`src/common/alu_ctrl_pkg.sv`:
```
// Operation codes and state encoding of the sequencing FSM
`default_nettype none

package alu_ctrl_pkg;

  // Operation select
  // Codes 4 to 7 are unknown and end the run without an error
  typedef enum logic [2:0] {
    OP_ADD        = 3'd0,
    OP_SCALAR_MUL = 3'd1,
    OP_TRANSPOSE  = 3'd2,
    OP_MAT_MUL    = 3'd3
  } op_code_t;

  // Sequencer states
  typedef enum logic [2:0] {
    IDLE    = 3'd0,
    PREPARE = 3'd1,  // shape check and result dims
    ALLOC   = 3'd2,  // result allocation pulse
    FETCH   = 3'd3,  // indices drive read addresses
    WAIT    = 3'd4,  // storage read latency
    CALC    = 3'd5,  // accumulate, write on last k
    DONE    = 3'd6
  } alu_state_t;

endpackage

`default_nettype wire

```
`src/common/matrix_pkg.sv`:
```
// Default datapath widths and signed saturation bounds for matrix elements
`default_nettype none

package matrix_pkg;

  // ------------------------------
  // Default widths
  // ------------------------------

  // Signed matrix element
  localparam int DEF_ELEM_W = 8;

  // Row, column and dimension values, dims 1 to 8
  localparam int DEF_IDX_W = 4;

  // Dot-product accumulator
  // Holds 8 full products of two 8-bit elements with headroom
  localparam int DEF_ACC_W = 24;

  // Compute cycle counter
  localparam int DEF_CYC_W = 32;

  // ------------------------------
  // Saturation bounds
  // ------------------------------

  // Largest signed value of an elem_w-bit element
  function automatic int elem_max(input int elem_w);
    return (1 <<< (elem_w - 1)) - 1;
  endfunction

  // Smallest signed value of an elem_w-bit element
  function automatic int elem_min(input int elem_w);
    return -(1 <<< (elem_w - 1));
  endfunction

endpackage

`default_nettype wire
```
`src/rtl/matrix_alu_top.sv`:
```
// Matrix ALU top level with sequencing FSM, index counters and element datapath
`timescale 1ns/1ps
`default_nettype none

module matrix_alu_top #(
  parameter int ELEM_W = matrix_pkg::DEF_ELEM_W,
  parameter int IDX_W  = matrix_pkg::DEF_IDX_W,
  parameter int ACC_W  = matrix_pkg::DEF_ACC_W,
  parameter int CYC_W  = matrix_pkg::DEF_CYC_W
) (
  input  wire                          clk,
  input  wire                          rst_n,

  // Run control
  input  wire                          start_i,
  input  wire alu_ctrl_pkg::op_code_t  op_code_i,

  // Scalar read ports A and B
  output logic        [IDX_W-1:0]      rd_row_a_o,
  output logic        [IDX_W-1:0]      rd_col_a_o,
  input  wire  signed [ELEM_W-1:0]     rd_val_a_i,
  input  wire         [IDX_W-1:0]      rd_dims_r_a_i,
  input  wire         [IDX_W-1:0]      rd_dims_c_a_i,
  output logic        [IDX_W-1:0]      rd_row_b_o,
  output logic        [IDX_W-1:0]      rd_col_b_o,
  input  wire  signed [ELEM_W-1:0]     rd_val_b_i,
  input  wire         [IDX_W-1:0]      rd_dims_r_b_i,
  input  wire         [IDX_W-1:0]      rd_dims_c_b_i,
  input  wire  signed [ELEM_W-1:0]     scalar_val_i,

  // Status
  output logic                         done_o,
  output logic                         error_o,
  output logic        [CYC_W-1:0]      cycle_cnt_o,

  // Result write port
  output logic                         wr_en_o,
  output logic                         wr_new_o,
  output logic        [IDX_W-1:0]      wr_dims_r_o,
  output logic        [IDX_W-1:0]      wr_dims_c_o,
  output logic        [IDX_W-1:0]      wr_row_o,
  output logic        [IDX_W-1:0]      wr_col_o,
  output logic signed [ELEM_W-1:0]     wr_val_o
);

  // ------------------------------
  // Loop control between FSM and counters
  // ------------------------------
  logic [IDX_W-1:0] limit_i;
  logic [IDX_W-1:0] limit_j;
  logic [IDX_W-1:0] limit_k;
  logic             cnt_clear;
  logic             cnt_step;
  logic             run_end;

  // Datapath control
  logic             calc;
  logic [IDX_W-1:0] idx_i;
  logic [IDX_W-1:0] idx_j;
  logic [IDX_W-1:0] idx_k;
  logic             last_k;

  alu_fsm #(
    .IDX_W (IDX_W),
    .CYC_W (CYC_W)
  ) u_fsm (
    .clk           (clk),
    .rst_n         (rst_n),
    .start_i       (start_i),
    .op_code_i     (op_code_i),
    .rd_dims_r_a_i (rd_dims_r_a_i),
    .rd_dims_c_a_i (rd_dims_c_a_i),
    .rd_dims_r_b_i (rd_dims_r_b_i),
    .rd_dims_c_b_i (rd_dims_c_b_i),
    .run_end_i     (run_end),
    .done_o        (done_o),
    .error_o       (error_o),
    .cycle_cnt_o   (cycle_cnt_o),
    .wr_new_o      (wr_new_o),
    .wr_dims_r_o   (wr_dims_r_o),
    .wr_dims_c_o   (wr_dims_c_o),
    .cnt_clear_o   (cnt_clear),
    .cnt_step_o    (cnt_step),
    .calc_o        (calc),
    .limit_i_o     (limit_i),
    .limit_j_o     (limit_j),
    .limit_k_o     (limit_k)
  );

  index_counter #(
    .IDX_W (IDX_W)
  ) u_idx (
    .clk       (clk),
    .rst_n     (rst_n),
    .clear_i   (cnt_clear),
    .step_i    (cnt_step),
    .limit_i_i (limit_i),
    .limit_j_i (limit_j),
    .limit_k_i (limit_k),
    .idx_i_o   (idx_i),
    .idx_j_o   (idx_j),
    .idx_k_o   (idx_k),
    .last_k_o  (last_k),
    .run_end_o (run_end)
  );

  element_datapath #(
    .ELEM_W (ELEM_W),
    .IDX_W  (IDX_W),
    .ACC_W  (ACC_W)
  ) u_dp (
    .clk          (clk),
    .rst_n        (rst_n),
    .op_code_i    (op_code_i),
    .calc_i       (calc),
    .idx_i_i      (idx_i),
    .idx_j_i      (idx_j),
    .idx_k_i      (idx_k),
    .last_k_i     (last_k),
    .rd_val_a_i   (rd_val_a_i),
    .rd_val_b_i   (rd_val_b_i),
    .scalar_val_i (scalar_val_i),
    .rd_row_a_o   (rd_row_a_o),
    .rd_col_a_o   (rd_col_a_o),
    .rd_row_b_o   (rd_row_b_o),
    .rd_col_b_o   (rd_col_b_o),
    .wr_en_o      (wr_en_o),
    .wr_row_o     (wr_row_o),
    .wr_col_o     (wr_col_o),
    .wr_val_o     (wr_val_o)
  );

endmodule

`default_nettype wire

```
`src/alu_core/alu_fsm.sv`:
```
// Sequencing FSM with shape check, result allocation, step pacing and cycle count
`timescale 1ns/1ps
`default_nettype none

module alu_fsm #(
  parameter int IDX_W = matrix_pkg::DEF_IDX_W,
  parameter int CYC_W = matrix_pkg::DEF_CYC_W
) (
  input  wire                         clk,
  input  wire                         rst_n,
  input  wire                         start_i,
  input  wire alu_ctrl_pkg::op_code_t op_code_i,
  input  wire  [IDX_W-1:0]            rd_dims_r_a_i,
  input  wire  [IDX_W-1:0]            rd_dims_c_a_i,
  input  wire  [IDX_W-1:0]            rd_dims_r_b_i,
  input  wire  [IDX_W-1:0]            rd_dims_c_b_i,
  input  wire                         run_end_i,
  output logic                        done_o,
  output logic                        error_o,
  output logic [CYC_W-1:0]            cycle_cnt_o,
  output logic                        wr_new_o,
  output logic [IDX_W-1:0]            wr_dims_r_o,
  output logic [IDX_W-1:0]            wr_dims_c_o,
  output logic                        cnt_clear_o,
  output logic                        cnt_step_o,
  output logic                        calc_o,
  output logic [IDX_W-1:0]            limit_i_o,
  output logic [IDX_W-1:0]            limit_j_o,
  output logic [IDX_W-1:0]            limit_k_o
);

  import alu_ctrl_pkg::*;

  alu_state_t       state_q;
  logic [CYC_W-1:0] perf_cnt;

  // Shape decode of the selected operation
  logic             shape_ok;
  logic             op_known;
  logic [IDX_W-1:0] res_rows;
  logic [IDX_W-1:0] res_cols;
  logic [IDX_W-1:0] dot_len;

  always_comb begin
    shape_ok = 1'b1;
    op_known = 1'b1;
    res_rows = rd_dims_r_a_i;
    res_cols = rd_dims_c_a_i;
    // Single term per cell unless matrix multiply
    dot_len  = IDX_W'(1);
    case (op_code_i)
      OP_ADD:        shape_ok = (rd_dims_r_a_i == rd_dims_r_b_i) &&
                                (rd_dims_c_a_i == rd_dims_c_b_i);
      OP_SCALAR_MUL: shape_ok = 1'b1;
      OP_TRANSPOSE: begin
        res_rows = rd_dims_c_a_i;
        res_cols = rd_dims_r_a_i;
      end
      OP_MAT_MUL: begin
        // Inner dimensions must agree
        shape_ok = (rd_dims_c_a_i == rd_dims_r_b_i);
        res_cols = rd_dims_c_b_i;
        dot_len  = rd_dims_c_a_i;
      end
      default:       op_known = 1'b0;
    endcase
  end

  // Counter clears while shapes are decoded, steps once per CALC
  assign cnt_clear_o = (state_q == PREPARE);
  assign cnt_step_o  = (state_q == CALC);
  assign calc_o      = (state_q == CALC);

  always_ff @(posedge clk or negedge rst_n) begin
    if (!rst_n) begin
      state_q     <= IDLE;
      done_o      <= 1'b0;
      error_o     <= 1'b0;
      cycle_cnt_o <= '0;
      perf_cnt    <= '0;
      wr_new_o    <= 1'b0;
      wr_dims_r_o <= '0;
      wr_dims_c_o <= '0;
      limit_i_o   <= '0;
      limit_j_o   <= '0;
      limit_k_o   <= '0;
    end else begin
      // Allocation is a single-cycle pulse
      wr_new_o <= 1'b0;
      case (state_q)
        IDLE: begin
          if (start_i) begin
            error_o  <= 1'b0;
            perf_cnt <= '0;
            state_q  <= PREPARE;
          end
        end
        // ------------------------------
        // Shape check and loop setup
        // ------------------------------
        PREPARE: begin
          if (op_known && shape_ok) begin
            wr_dims_r_o <= res_rows;
            wr_dims_c_o <= res_cols;
            limit_i_o   <= res_rows;
            limit_j_o   <= res_cols;
            limit_k_o   <= dot_len;
            wr_new_o    <= 1'b1;
            state_q     <= ALLOC;
          end else begin
            // Bad shape flags an error, unknown op ends quietly
            error_o     <= op_known;
            cycle_cnt_o <= '0;
            done_o      <= 1'b1;
            state_q     <= DONE;
          end
        end
        ALLOC: state_q <= FETCH;
        // ------------------------------
        // Three-cycle step
        // ------------------------------
        FETCH: begin
          perf_cnt <= perf_cnt + CYC_W'(1);
          state_q  <= WAIT;
        end
        WAIT: begin
          perf_cnt <= perf_cnt + CYC_W'(1);
          state_q  <= CALC;
        end
        CALC: begin
          perf_cnt <= perf_cnt + CYC_W'(1);
          if (run_end_i) begin
            // Include this CALC cycle in the latched count
            cycle_cnt_o <= perf_cnt + CYC_W'(1);
            done_o      <= 1'b1;
            state_q     <= DONE;
          end else begin
            state_q <= FETCH;
          end
        end
        DONE: begin
          if (!start_i) begin
            done_o  <= 1'b0;
            state_q <= IDLE;
          end
        end
        default: state_q <= IDLE;
      endcase
    end
  end

endmodule

`default_nettype wire

```
`src/alu_core/element_datapath.sv`:
```
// Read address mapping, term arithmetic, accumulation, saturation and write registers
`timescale 1ns/1ps
`default_nettype none

module element_datapath #(
  parameter int ELEM_W = matrix_pkg::DEF_ELEM_W,
  parameter int IDX_W  = matrix_pkg::DEF_IDX_W,
  parameter int ACC_W  = matrix_pkg::DEF_ACC_W
) (
  input  wire                         clk,
  input  wire                         rst_n,
  input  wire alu_ctrl_pkg::op_code_t op_code_i,
  input  wire                         calc_i,
  input  wire         [IDX_W-1:0]     idx_i_i,
  input  wire         [IDX_W-1:0]     idx_j_i,
  input  wire         [IDX_W-1:0]     idx_k_i,
  input  wire                         last_k_i,
  input  wire  signed [ELEM_W-1:0]    rd_val_a_i,
  input  wire  signed [ELEM_W-1:0]    rd_val_b_i,
  input  wire  signed [ELEM_W-1:0]    scalar_val_i,
  output logic        [IDX_W-1:0]     rd_row_a_o,
  output logic        [IDX_W-1:0]     rd_col_a_o,
  output logic        [IDX_W-1:0]     rd_row_b_o,
  output logic        [IDX_W-1:0]     rd_col_b_o,
  output logic                        wr_en_o,
  output logic        [IDX_W-1:0]     wr_row_o,
  output logic        [IDX_W-1:0]     wr_col_o,
  output logic signed [ELEM_W-1:0]    wr_val_o
);

  import alu_ctrl_pkg::*;
  import matrix_pkg::*;

  // Clamp bounds at accumulator width
  localparam logic signed [ACC_W-1:0] SAT_MAX = ACC_W'(elem_max(ELEM_W));
  localparam logic signed [ACC_W-1:0] SAT_MIN = ACC_W'(elem_min(ELEM_W));

  logic signed [ACC_W-1:0]  a_ext;
  logic signed [ACC_W-1:0]  b_ext;
  logic signed [ACC_W-1:0]  s_ext;
  logic signed [ACC_W-1:0]  term;
  logic signed [ACC_W-1:0]  acc_q;
  logic signed [ACC_W-1:0]  acc_sum;
  logic signed [ELEM_W-1:0] sat_val;

  // ------------------------------
  // Read addresses from live indices
  // ------------------------------
  always_comb begin
    rd_row_a_o = idx_i_i;
    rd_col_a_o = idx_j_i;
    rd_row_b_o = idx_i_i;
    rd_col_b_o = idx_j_i;
    case (op_code_i)
      // Result (i,j) is A(j,i)
      OP_TRANSPOSE: begin
        rd_row_a_o = idx_j_i;
        rd_col_a_o = idx_i_i;
      end
      // A(i,k) times B(k,j)
      OP_MAT_MUL: begin
        rd_col_a_o = idx_k_i;
        rd_row_b_o = idx_k_i;
      end
      default: ;
    endcase
  end

  // Sign-extended operands
  assign a_ext = rd_val_a_i;
  assign b_ext = rd_val_b_i;
  assign s_ext = scalar_val_i;

  // Term added per step
  always_comb begin
    case (op_code_i)
      OP_ADD:        term = a_ext + b_ext;
      OP_SCALAR_MUL: term = a_ext * s_ext;
      OP_MAT_MUL:    term = a_ext * b_ext;
      default:       term = a_ext;
    endcase
  end

  assign acc_sum = acc_q + term;

  // Clamp to element range, transpose copies A as is
  always_comb begin
    if (op_code_i == OP_TRANSPOSE) begin
      sat_val = rd_val_a_i;
    end else if (acc_sum > SAT_MAX) begin
      sat_val = SAT_MAX[ELEM_W-1:0];
    end else if (acc_sum < SAT_MIN) begin
      sat_val = SAT_MIN[ELEM_W-1:0];
    end else begin
      sat_val = acc_sum[ELEM_W-1:0];
    end
  end

  // Accumulator restarts after each written cell
  always_ff @(posedge clk or negedge rst_n) begin
    if (!rst_n) begin
      acc_q   <= '0;
      wr_en_o <= 1'b0;
    end else begin
      wr_en_o <= calc_i & last_k_i;
      if (calc_i) begin
        acc_q <= last_k_i ? '0 : acc_sum;
      end
    end
  end

  // Write payload, qualified by wr_en_o
  always_ff @(posedge clk) begin
    if (calc_i && last_k_i) begin
      wr_row_o <= idx_i_i;
      wr_col_o <= idx_j_i;
      wr_val_o <= sat_val;
    end
  end

endmodule

`default_nettype wire

```
`src/alu_core/index_counter.sv`:
```
// Nested row, column and dot-product index counters with end flags
`timescale 1ns/1ps
`default_nettype none

module index_counter #(
  parameter int IDX_W = matrix_pkg::DEF_IDX_W
) (
  input  wire              clk,
  input  wire              rst_n,
  input  wire              clear_i,
  input  wire              step_i,
  input  wire  [IDX_W-1:0] limit_i_i,
  input  wire  [IDX_W-1:0] limit_j_i,
  input  wire  [IDX_W-1:0] limit_k_i,
  output logic [IDX_W-1:0] idx_i_o,
  output logic [IDX_W-1:0] idx_j_o,
  output logic [IDX_W-1:0] idx_k_o,
  output logic             last_k_o,
  output logic             run_end_o
);

  logic last_j;
  logic last_i;

  // Limits are dimensions
  // Last index of each level is limit minus one
  assign last_k_o  = (idx_k_o == limit_k_i - IDX_W'(1));
  assign last_j    = (idx_j_o == limit_j_i - IDX_W'(1));
  assign last_i    = (idx_i_o == limit_i_i - IDX_W'(1));

  // Last term of the last cell
  assign run_end_o = last_k_o & last_j & last_i;

  // ------------------------------
  // k innermost, then j, then i
  // ------------------------------
  always_ff @(posedge clk or negedge rst_n) begin
    if (!rst_n) begin
      idx_i_o <= '0;
      idx_j_o <= '0;
      idx_k_o <= '0;
    end else if (clear_i) begin
      idx_i_o <= '0;
      idx_j_o <= '0;
      idx_k_o <= '0;
    end else if (step_i) begin
      if (last_k_o) begin
        idx_k_o <= '0;
        if (last_j) begin
          idx_j_o <= '0;
          // Row wraps back to zero after the final cell
          idx_i_o <= last_i ? '0 : idx_i_o + IDX_W'(1);
        end else begin
          idx_j_o <= idx_j_o + IDX_W'(1);
        end
      end else begin
        idx_k_o <= idx_k_o + IDX_W'(1);
      end
    end
  end

endmodule

`default_nettype wire

```
`config.mk`:
```
export PLATFORM = sky130hd
export DESIGN_NAME = matrix_alu_top
export DESIGN_NICKNAME = d
export VERILOG_FILES = /design/src/common/alu_ctrl_pkg.sv /design/src/common/matrix_pkg.sv /design/src/rtl/matrix_alu_top.sv /design/src/alu_core/alu_fsm.sv /design/src/alu_core/element_datapath.sv /design/src/alu_core/index_counter.sv
export SDC_FILE = /design/constraint.sdc
export NUM_CORES = 1
export LEC_CHECK = 0
export BUFFER_PORTS_ARGS = -buffer_cell sky130_fd_sc_hd__clkbuf_2
export CAP_MARGIN = 20
export CORE_UTILIZATION = 30
export CTS_BUF_LIST = sky130_fd_sc_hd__clkbuf_16
export DETAILED_ROUTE_END_ITERATION = 12
export HOLD_SLACK_MARGIN = 0.08
export MAX_ROUTING_LAYER = met4
export PLACE_DENSITY = 0.47
export REMOVE_ABC_BUFFERS = 1
export SKIP_CTS_REPAIR_TIMING = 1
export SYNTH_ARGS = -nofsm -noshare
export SYNTH_HDL_FRONTEND = slang
export SYNTH_SLANG_ARGS = --single-unit
```
`constraint.sdc`:
```
create_clock -name clk -period 3.4 [get_ports clk]
set_input_delay 0.68 -clock clk [delete_from_list [all_inputs] [get_ports clk]]
set_output_delay 0.68 -clock clk [all_outputs]
set_load 0.005 [all_outputs]
```
== Yosys cells after proc, flatten, opt, wreduce, memory -nomap -nowiden ==
Cells that the tools add are included.

* Register bits: 135
* Input port bits: 46

* $add $sub $neg: 9
* Multipliers: 2
* $lt $le $gt $ge: 2
* Equal/unequal tests: 19
* Multiplexer cells: 44
* Bitwise logic cells: 3
* Reduce and logical (&&, ||, !) cells: 21

{| class="wikitable"
|+ Operator list
! operator !! count
|-
| case mux 32 bit (2 select lines) || 2
|-
| 2-to-1 mux 32 bit || 3
|-
| case mux 24 bit (3 select lines) || 1
|-
| 2-to-1 mux 4 bit || 16
|-
| adder 32 x 1 -> 32 bit (second input constant) || 1
|-
| multiplier 8 x 8 -> 16 bit || 2
|-
| adder 24 bit || 1
|-
| equality test 4 bit || 6
|-
| greater-than comparator 24 x 8 -> 1 bit (second input constant) || 1
|-
| less-than comparator 24 x 8 -> 1 bit (second input constant) || 1
|-
| 2-to-1 mux 24 bit || 1
|-
| 2-to-1 mux 8 bit || 3
|-
| case mux 3 bit (7 select lines) || 1
|-
| case mux 4 bit (2 select lines) || 2
|-
| adder 4 x 1 -> 4 bit (second input constant) || 3
|-
| equality test 3 x 2 -> 1 bit (second input constant) || 4
|-
| 2-to-1 mux 3 bit || 4
|-
| subtractor 4 x 1 -> 4 bit (second input constant) || 3
|-
| nonzero test 2 bit || 5
|-
| adder 8 x 8 -> 9 bit || 1
|-
| equality test 3 bit (second input constant) || 3
|-
| AND reduction 3 bit || 3
|-
| 2-to-1 mux 1 bit || 8
|-
| != test 2 bit (second input constant) || 4
|-
| other kinds (11) || 21
|}

== Logic depth before layout (Yosys ltp) ==
* Depth in word-level cells: 7
* Mapped depth: 33

== Modules after synthesis ==
From an unflattened synthesis, not the netlist that was laid out.

* Cell total of the unflattened synthesis: 1,607
* Area total of the unflattened synthesis: 14,488.9 µm²

{| class="wikitable"
|+ Modules (own cells, without submodules)
! module !! instances !! cells an instance !! area an instance (µm²) !! seq. area each (µm²)
|-
| element_datapath || 1 || 1,053 || 9,075.0 || 1,106.1
|-
| alu_fsm || 1 || 447 || 4,443.0 || 2,052.0
|-
| index_counter || 1 || 107 || 970.9 || 300.3
|}

== Worst setup path before layout ==
No wires, ideal clock.

* Kind: input-to-reg
* Start point: input rd_val_a_i[7]
* End point: register u_dp.wr_val_o[0], data pin
* Data arrival time: 7.432 ns
* Path slack: -4.312 ns
* Stages on the path: 29
* Buffers on the path: 2
* Cells stage by stage: buf_4 -> clkbuf_1 -> and2_1 -> fa_1 -> inv_1 -> fa_1 -> inv_1 -> fa_1 -> inv_1 -> fa_1 -> inv_1 -> ha_1 -> a21o_1 -> a2111oi_0 -> o21ai_1 -> nand3_1 -> nand3_4 -> a31oi_4 -> ha_1 -> a21oi_1 -> o21ai_1 -> a21o_1 -> a221oi_1 -> o221ai_1 -> xor2_1 -> nor4_1 -> nand4b_1 -> o32ai_2 -> a221oi_1

* Longest elaborated chain between the ends: 7

{| class="wikitable"
|+ RTL lines
! element !! line !! source
|-
| start: declaration || matrix_alu_top.sv:21 || <nowiki>input wire signed [ELEM_W-1:0] rd_val_a_i,</nowiki>
|-
| multiplier 8 x 8 -> 16 bit, or another cell as far along || element_datapath.sv:79 || <nowiki>OP_MAT_MUL: term = a_ext * b_ext;</nowiki>
|-
| case mux 24 bit (3 select lines) (*) || element_datapath.sv:76 || <nowiki>case (op_code_i)</nowiki>
|-
| adder 24 bit (*) || element_datapath.sv:84 || <nowiki>assign acc_sum = acc_q + term;</nowiki>
|-
| less-than comparator 24 x 8 -> 1 bit || element_datapath.sv:92 || <nowiki>end else if (acc_sum < SAT_MIN) begin</nowiki>
|-
| 2-to-1 mux 8 bit || element_datapath.sv:92 ||
|-
| 2-to-1 mux 8 bit (*) || element_datapath.sv:90 || <nowiki>end else if (acc_sum > SAT_MAX) begin</nowiki>
|-
| 2-to-1 mux 8 bit (*) || element_datapath.sv:88 || <nowiki>if (op_code_i == OP_TRANSPOSE) begin</nowiki>
|-
| named net u_dp.sat_val[0] || element_datapath.sv:44 || <nowiki>logic signed [ELEM_W-1:0] sat_val;</nowiki>
|-
| end signal: assignment || element_datapath.sv:117 || <nowiki>wr_val_o <= sat_val;</nowiki>
|-
| end: declaration || element_datapath.sv:28 || <nowiki>output logic signed [ELEM_W-1:0] wr_val_o</nowiki>
|}

The timed path passes the listed nets; every way through them passes the cells marked *.
A chain may end at the register's enable or synchronous reset.

== Final worst setup path ==
* Start point: input rd_val_b_i[6]
* End point: register u_dp.wr_val_o[3], data pin

* Longest elaborated chain between the ends: 7

{| class="wikitable"
|+ RTL lines
! element !! line !! source
|-
| start: declaration || matrix_alu_top.sv:26 || <nowiki>input wire signed [ELEM_W-1:0] rd_val_b_i,</nowiki>
|-
| multiplier 8 x 8 -> 16 bit or adder 8 x 8 -> 9 bit (tied branches) || element_datapath.sv:79, element_datapath.sv:77 ||
|-
| case mux 24 bit (3 select lines) (*) || element_datapath.sv:76 ||
|-
| adder 24 bit (*) || element_datapath.sv:84 ||
|-
| less-than comparator 24 x 8 -> 1 bit || element_datapath.sv:92 ||
|-
| 2-to-1 mux 8 bit || element_datapath.sv:92 ||
|-
| 2-to-1 mux 8 bit (*) || element_datapath.sv:90 ||
|-
| 2-to-1 mux 8 bit (*) || element_datapath.sv:88 ||
|-
| named net u_dp.sat_val[3] || element_datapath.sv:44 ||
|}

Marked as above.

==> impl_metrics.tcl <==
set metrics [dict create \
    place.gp.congestion 0.8557 \
    synth_top_cell_by_area "dfrtp_1" \
    cts_buffers 17 \
    slew-limit-headroom_pct 49.78 \
    reg2regPathDepth 14 \
    grt_pass1_vias 12040 \
    root_buffer "clkbuf_16" \
    ir_worst_vdd_uv 370.1 \
    leakagePower_nw 9.163 \
    synth_area_leaders "dfrtp_1 22%, fa_1 16%, ha_1 9.1%" \
    antenna_found_initial 2 \
    viasPerCell 4.797 \
    ant_nets 0 \
    crit_arrival_ns 7.24 \
    via_count 12120 \
    drc 0 \
    period_needed_ns 7.065 \
    cap_violations 0 \
    place_worst_setup_slack_ns -4.577 \
    synth_area_um2 13650 \
    layout.nets 2176 \
    path_common_cell "fa_1" \
    wl_um 42390 \
    synth_cells 1536 \
    synth_warnings 0 \
    clk_pin_slew_worst_paths_ns 0.06 \
    crit_path_end "u_dp.wr_val_o[3]$_DFFE_PP_" \
    status "finished, violations left" \
    dieArea_um2 46360 \
    fmax_ghz 0.1415 \
    violations "setup timing" \
    overflow 0 \
    ys_seq_elements 135 \
    cp-end-kind "flip-flop" \
    cp_max_fo 6 \
    core_area_um2 44510 \
    critPathLaunchType "input pin" \
    drive_above_1_share_pct 39.23 \
    clock_path_buffers 2 \
    crit_type "in2reg" \
    ios 122 \
    setup_ws_ns -3.665 \
    cts_tree "built" \
    die_w_um 215.3 \
    dp_hpwl_um 32250 \
    fin_cells 2526 \
    htree_levels 4 \
    first_iter_violations 641 \
    seq_area_frac_synth_pct 25.33 \
    tightest_slew_ns 0.7533 \
    stdcell_area_um2 19820 \
    grt_max_degree 53 \
    placed_cell_area_um2 16740 \
    min_path_type "in2async" \
    r2r_slack_ns -0.30 \
    critPathMaxStageDelay_ns 0.51 \
    rows 77 \
    cts_sinks 135 \
    grt_usage_pct 18.36 \
    rsz0062_at_grt "true" \
    maxSlewViolCount 0 \
    grt_pass1_wl_um 65510 \
    clk_latency_ns 0.44 \
    worstReg2RegStart "u_dp.acc_q[0]$_DFFE_PN0P_" \
    synth_top_cell_area_share_pct 21.81 \
    dp.cells 2455 \
    critPathLaunch "rd_val_b_i[6]" \
    required_ns 3.57 \
    synth_edf_count 16 \
    fin_crit_sh_pct 207.8 \
    setup_violations 28 \
    async_flop_share_pct 88.15 \
    clock-skew-final_ns 0.009541 \
    floorplan.initialDensity_pct 30.67 \
    syn_to_final_growth_pct 45.18 \
    powerDensity_nw_per_um2 783.2 \
    synth_cell_types 87 \
    wl_per_cell_um 16.78 \
    slowest_stage "fa_1" \
    die_y_um 215.3 \
    dr.pass1.iters 9 \
    syn_area_per_cell_um2 8.887 \
    io_buffers 121 \
    synth_top_flop_cell "dfrtp_1" \
    worstReg2RegEnd "u_dp.wr_val_o[3]$_DFFE_PP_" \
    hold_viol 0 \
]
cell usage after synthesis, drive strengths merged (9+ instances only):
cell      n
inv     203
nand2   189
o21ai   136
dfrtp   119
fa      112
ha       99
and2     89
xnor2    71
nor2     68
a21oi    59
xor2     47
clkbuf   39
nand3    25
a21o     23
nor2b    17
edfxtp   16
buf      15
nor3     15
o31ai    15
a22o     14
mux2i    14
and3     13
nand4    13
o21a     10
o21bai   10
a211oi    9
a31oi     9
flip-flops by register name, summed over array words and instances (netlist names), 3 cells and up:
register	count
u_fsm.cycle_cnt_o	32
u_fsm.perf_cnt	32
u_dp.acc_q	24
u_dp.wr_val_o	8
u_dp.wr_col_o	4
u_dp.wr_row_o	4
u_fsm.limit_k_o	4
u_fsm.wr_dims_c_o	4
u_fsm.wr_dims_r_o	4
u_idx.idx_i_o	4
u_idx.idx_j_o	4
u_idx.idx_k_o	4
u_fsm.state_q	3
cell usage in the layout (no fill, tap or decap), types with 10 or more instances in the layout:
| master | count |
|---|---|
| fa_1 | 105 |
| o21ai_2 | 18 |
| edfxtp_1 | 16 |
| a21oi_2 | 18 |
| and2_4 | 35 |
| mux2i_1 | 14 |
| ha_1 | 38 |
| buf_4 | 235 |
| xor2_1 | 41 |
| and3_1 | 13 |
| dfrtp_1 | 119 |
| nand2_2 | 10 |
| buf_12 | 14 |
| and2_1 | 54 |
| o21ai_0 | 101 |
| xnor2_1 | 59 |
| nor2b_1 | 10 |
| clkbuf_16 | 20 |
| ha_4 | 54 |
| nor2_2 | 11 |
| nor2_1 | 55 |
| o21bai_1 | 10 |
| inv_1 | 160 |
| nand4_1 | 11 |
| a21o_1 | 21 |
| inv_2 | 42 |
| nand3_1 | 20 |
| buf_6 | 61 |
| o21ai_1 | 15 |
| clkbuf_2 | 96 |
| a22o_1 | 14 |
| a21oi_1 | 34 |
| o31ai_1 | 13 |
| nand2_1 | 174 |
how the worst min path moves through the flow:
| stage | startpoint | to | slack [ns] | depth (start not counted) |
|---|---|---|---|---|
| after floorplan | rst_n | u_dp.acc_q[0]$_DFFE_PN0P_ | 0.38 | 0 |
| after global placement | u_fsm.cycle_cnt_o[11]$_DFFE_PN0P_ | u_fsm.cycle_cnt_o[11]$_DFFE_PN0P_ | 0.47 | 2 |
| after detailed placement | u_fsm.cycle_cnt_o[7]$_DFFE_PN0P_ | u_fsm.cycle_cnt_o[7]$_DFFE_PN0P_ | 0.47 | 2 |
| after CTS | rst_n | u_fsm.cycle_cnt_o[22]$_DFFE_PN0P_ | 0.31 | 1 |
| after global routing | rst_n | u_fsm.cycle_cnt_o[23]$_DFFE_PN0P_ | 0.34 | 1 |
| final | rst_n | u_fsm.cycle_cnt_o[23]$_DFFE_PN0P_ | 0.29 | 1 |
area by class of cell:
cell class	count	area, um^2
repair buffers	418	3385
clock buffers	18	450.4
clock inverters	14	108.9
well taps	592	740.7
diodes	2	5.005
fillers	4332	24690
inverters	203	769.5
multi-input cells	1144	10900
flip-flops and latches	135	3458
worst max-delay path, delay by kind of cell:
kind                       cells  cell delay [ns]
AOI/OAI and AO/OA             13             2.45
xor gates and xnor gates       1             0.20
adders and majority gates      6             2.43
buffers and inverters          8             0.83
and+or+nand+nor                3             0.61
power by group:
group          switching, mW  internal, mW  leakage [nW]  total [mW]
clock network          0.722          1.04         0.276        1.76
registers              0.381          2.00          1.76        2.38
logic                   5.66          5.72          7.13        11.4
total                   6.76          8.76          9.16        15.5
layer usage:
layer / up-vias / GRT usage, % / wire length, um
met5: - / - / 0
met4: 0 / 3.381 / 369
met3: 30 / 2.718 / 1322
met2: 158 / 28.70 / 20380
met1: 6035 / 25.32 / 20320
li1: 5894 / - / -
metrics by stage:
| step | power [mW] | hold WS (ns) | setup TNS, ns | util (%) |
|---|---|---|---|---|
| after floorplan | 7.316 | 0.3844 | -77.69 | - |
| after global placement | 10.95 | 0.4682 | -97.06 | 37.60 |
| after detailed placement | 11.01 | 0.4745 | -98.17 | 37.60 |
| after CTS | 12.86 | 0.3095 | -84.66 | 38.86 |
| after global routing | 16.79 | 0.3375 | -78.73 | 44.52 |
| final | 15.52 | 0.2947 | -72.46 | 44.52 |
kinds of logic after synthesis:
group,Yosys count,synth area share (%)
AO/OA/AOI/OAI,339,16.01
XOR/XNOR,119,7.791
adder cells (fa/ha/maj),211,25.50
buffers and inverters,257,7.534
flip-flops,135,25.33
multiplexers,16,1.192
AND/OR/NAND/NOR,459,16.64
Note: power is estimated with default switching activity, not from simulation.
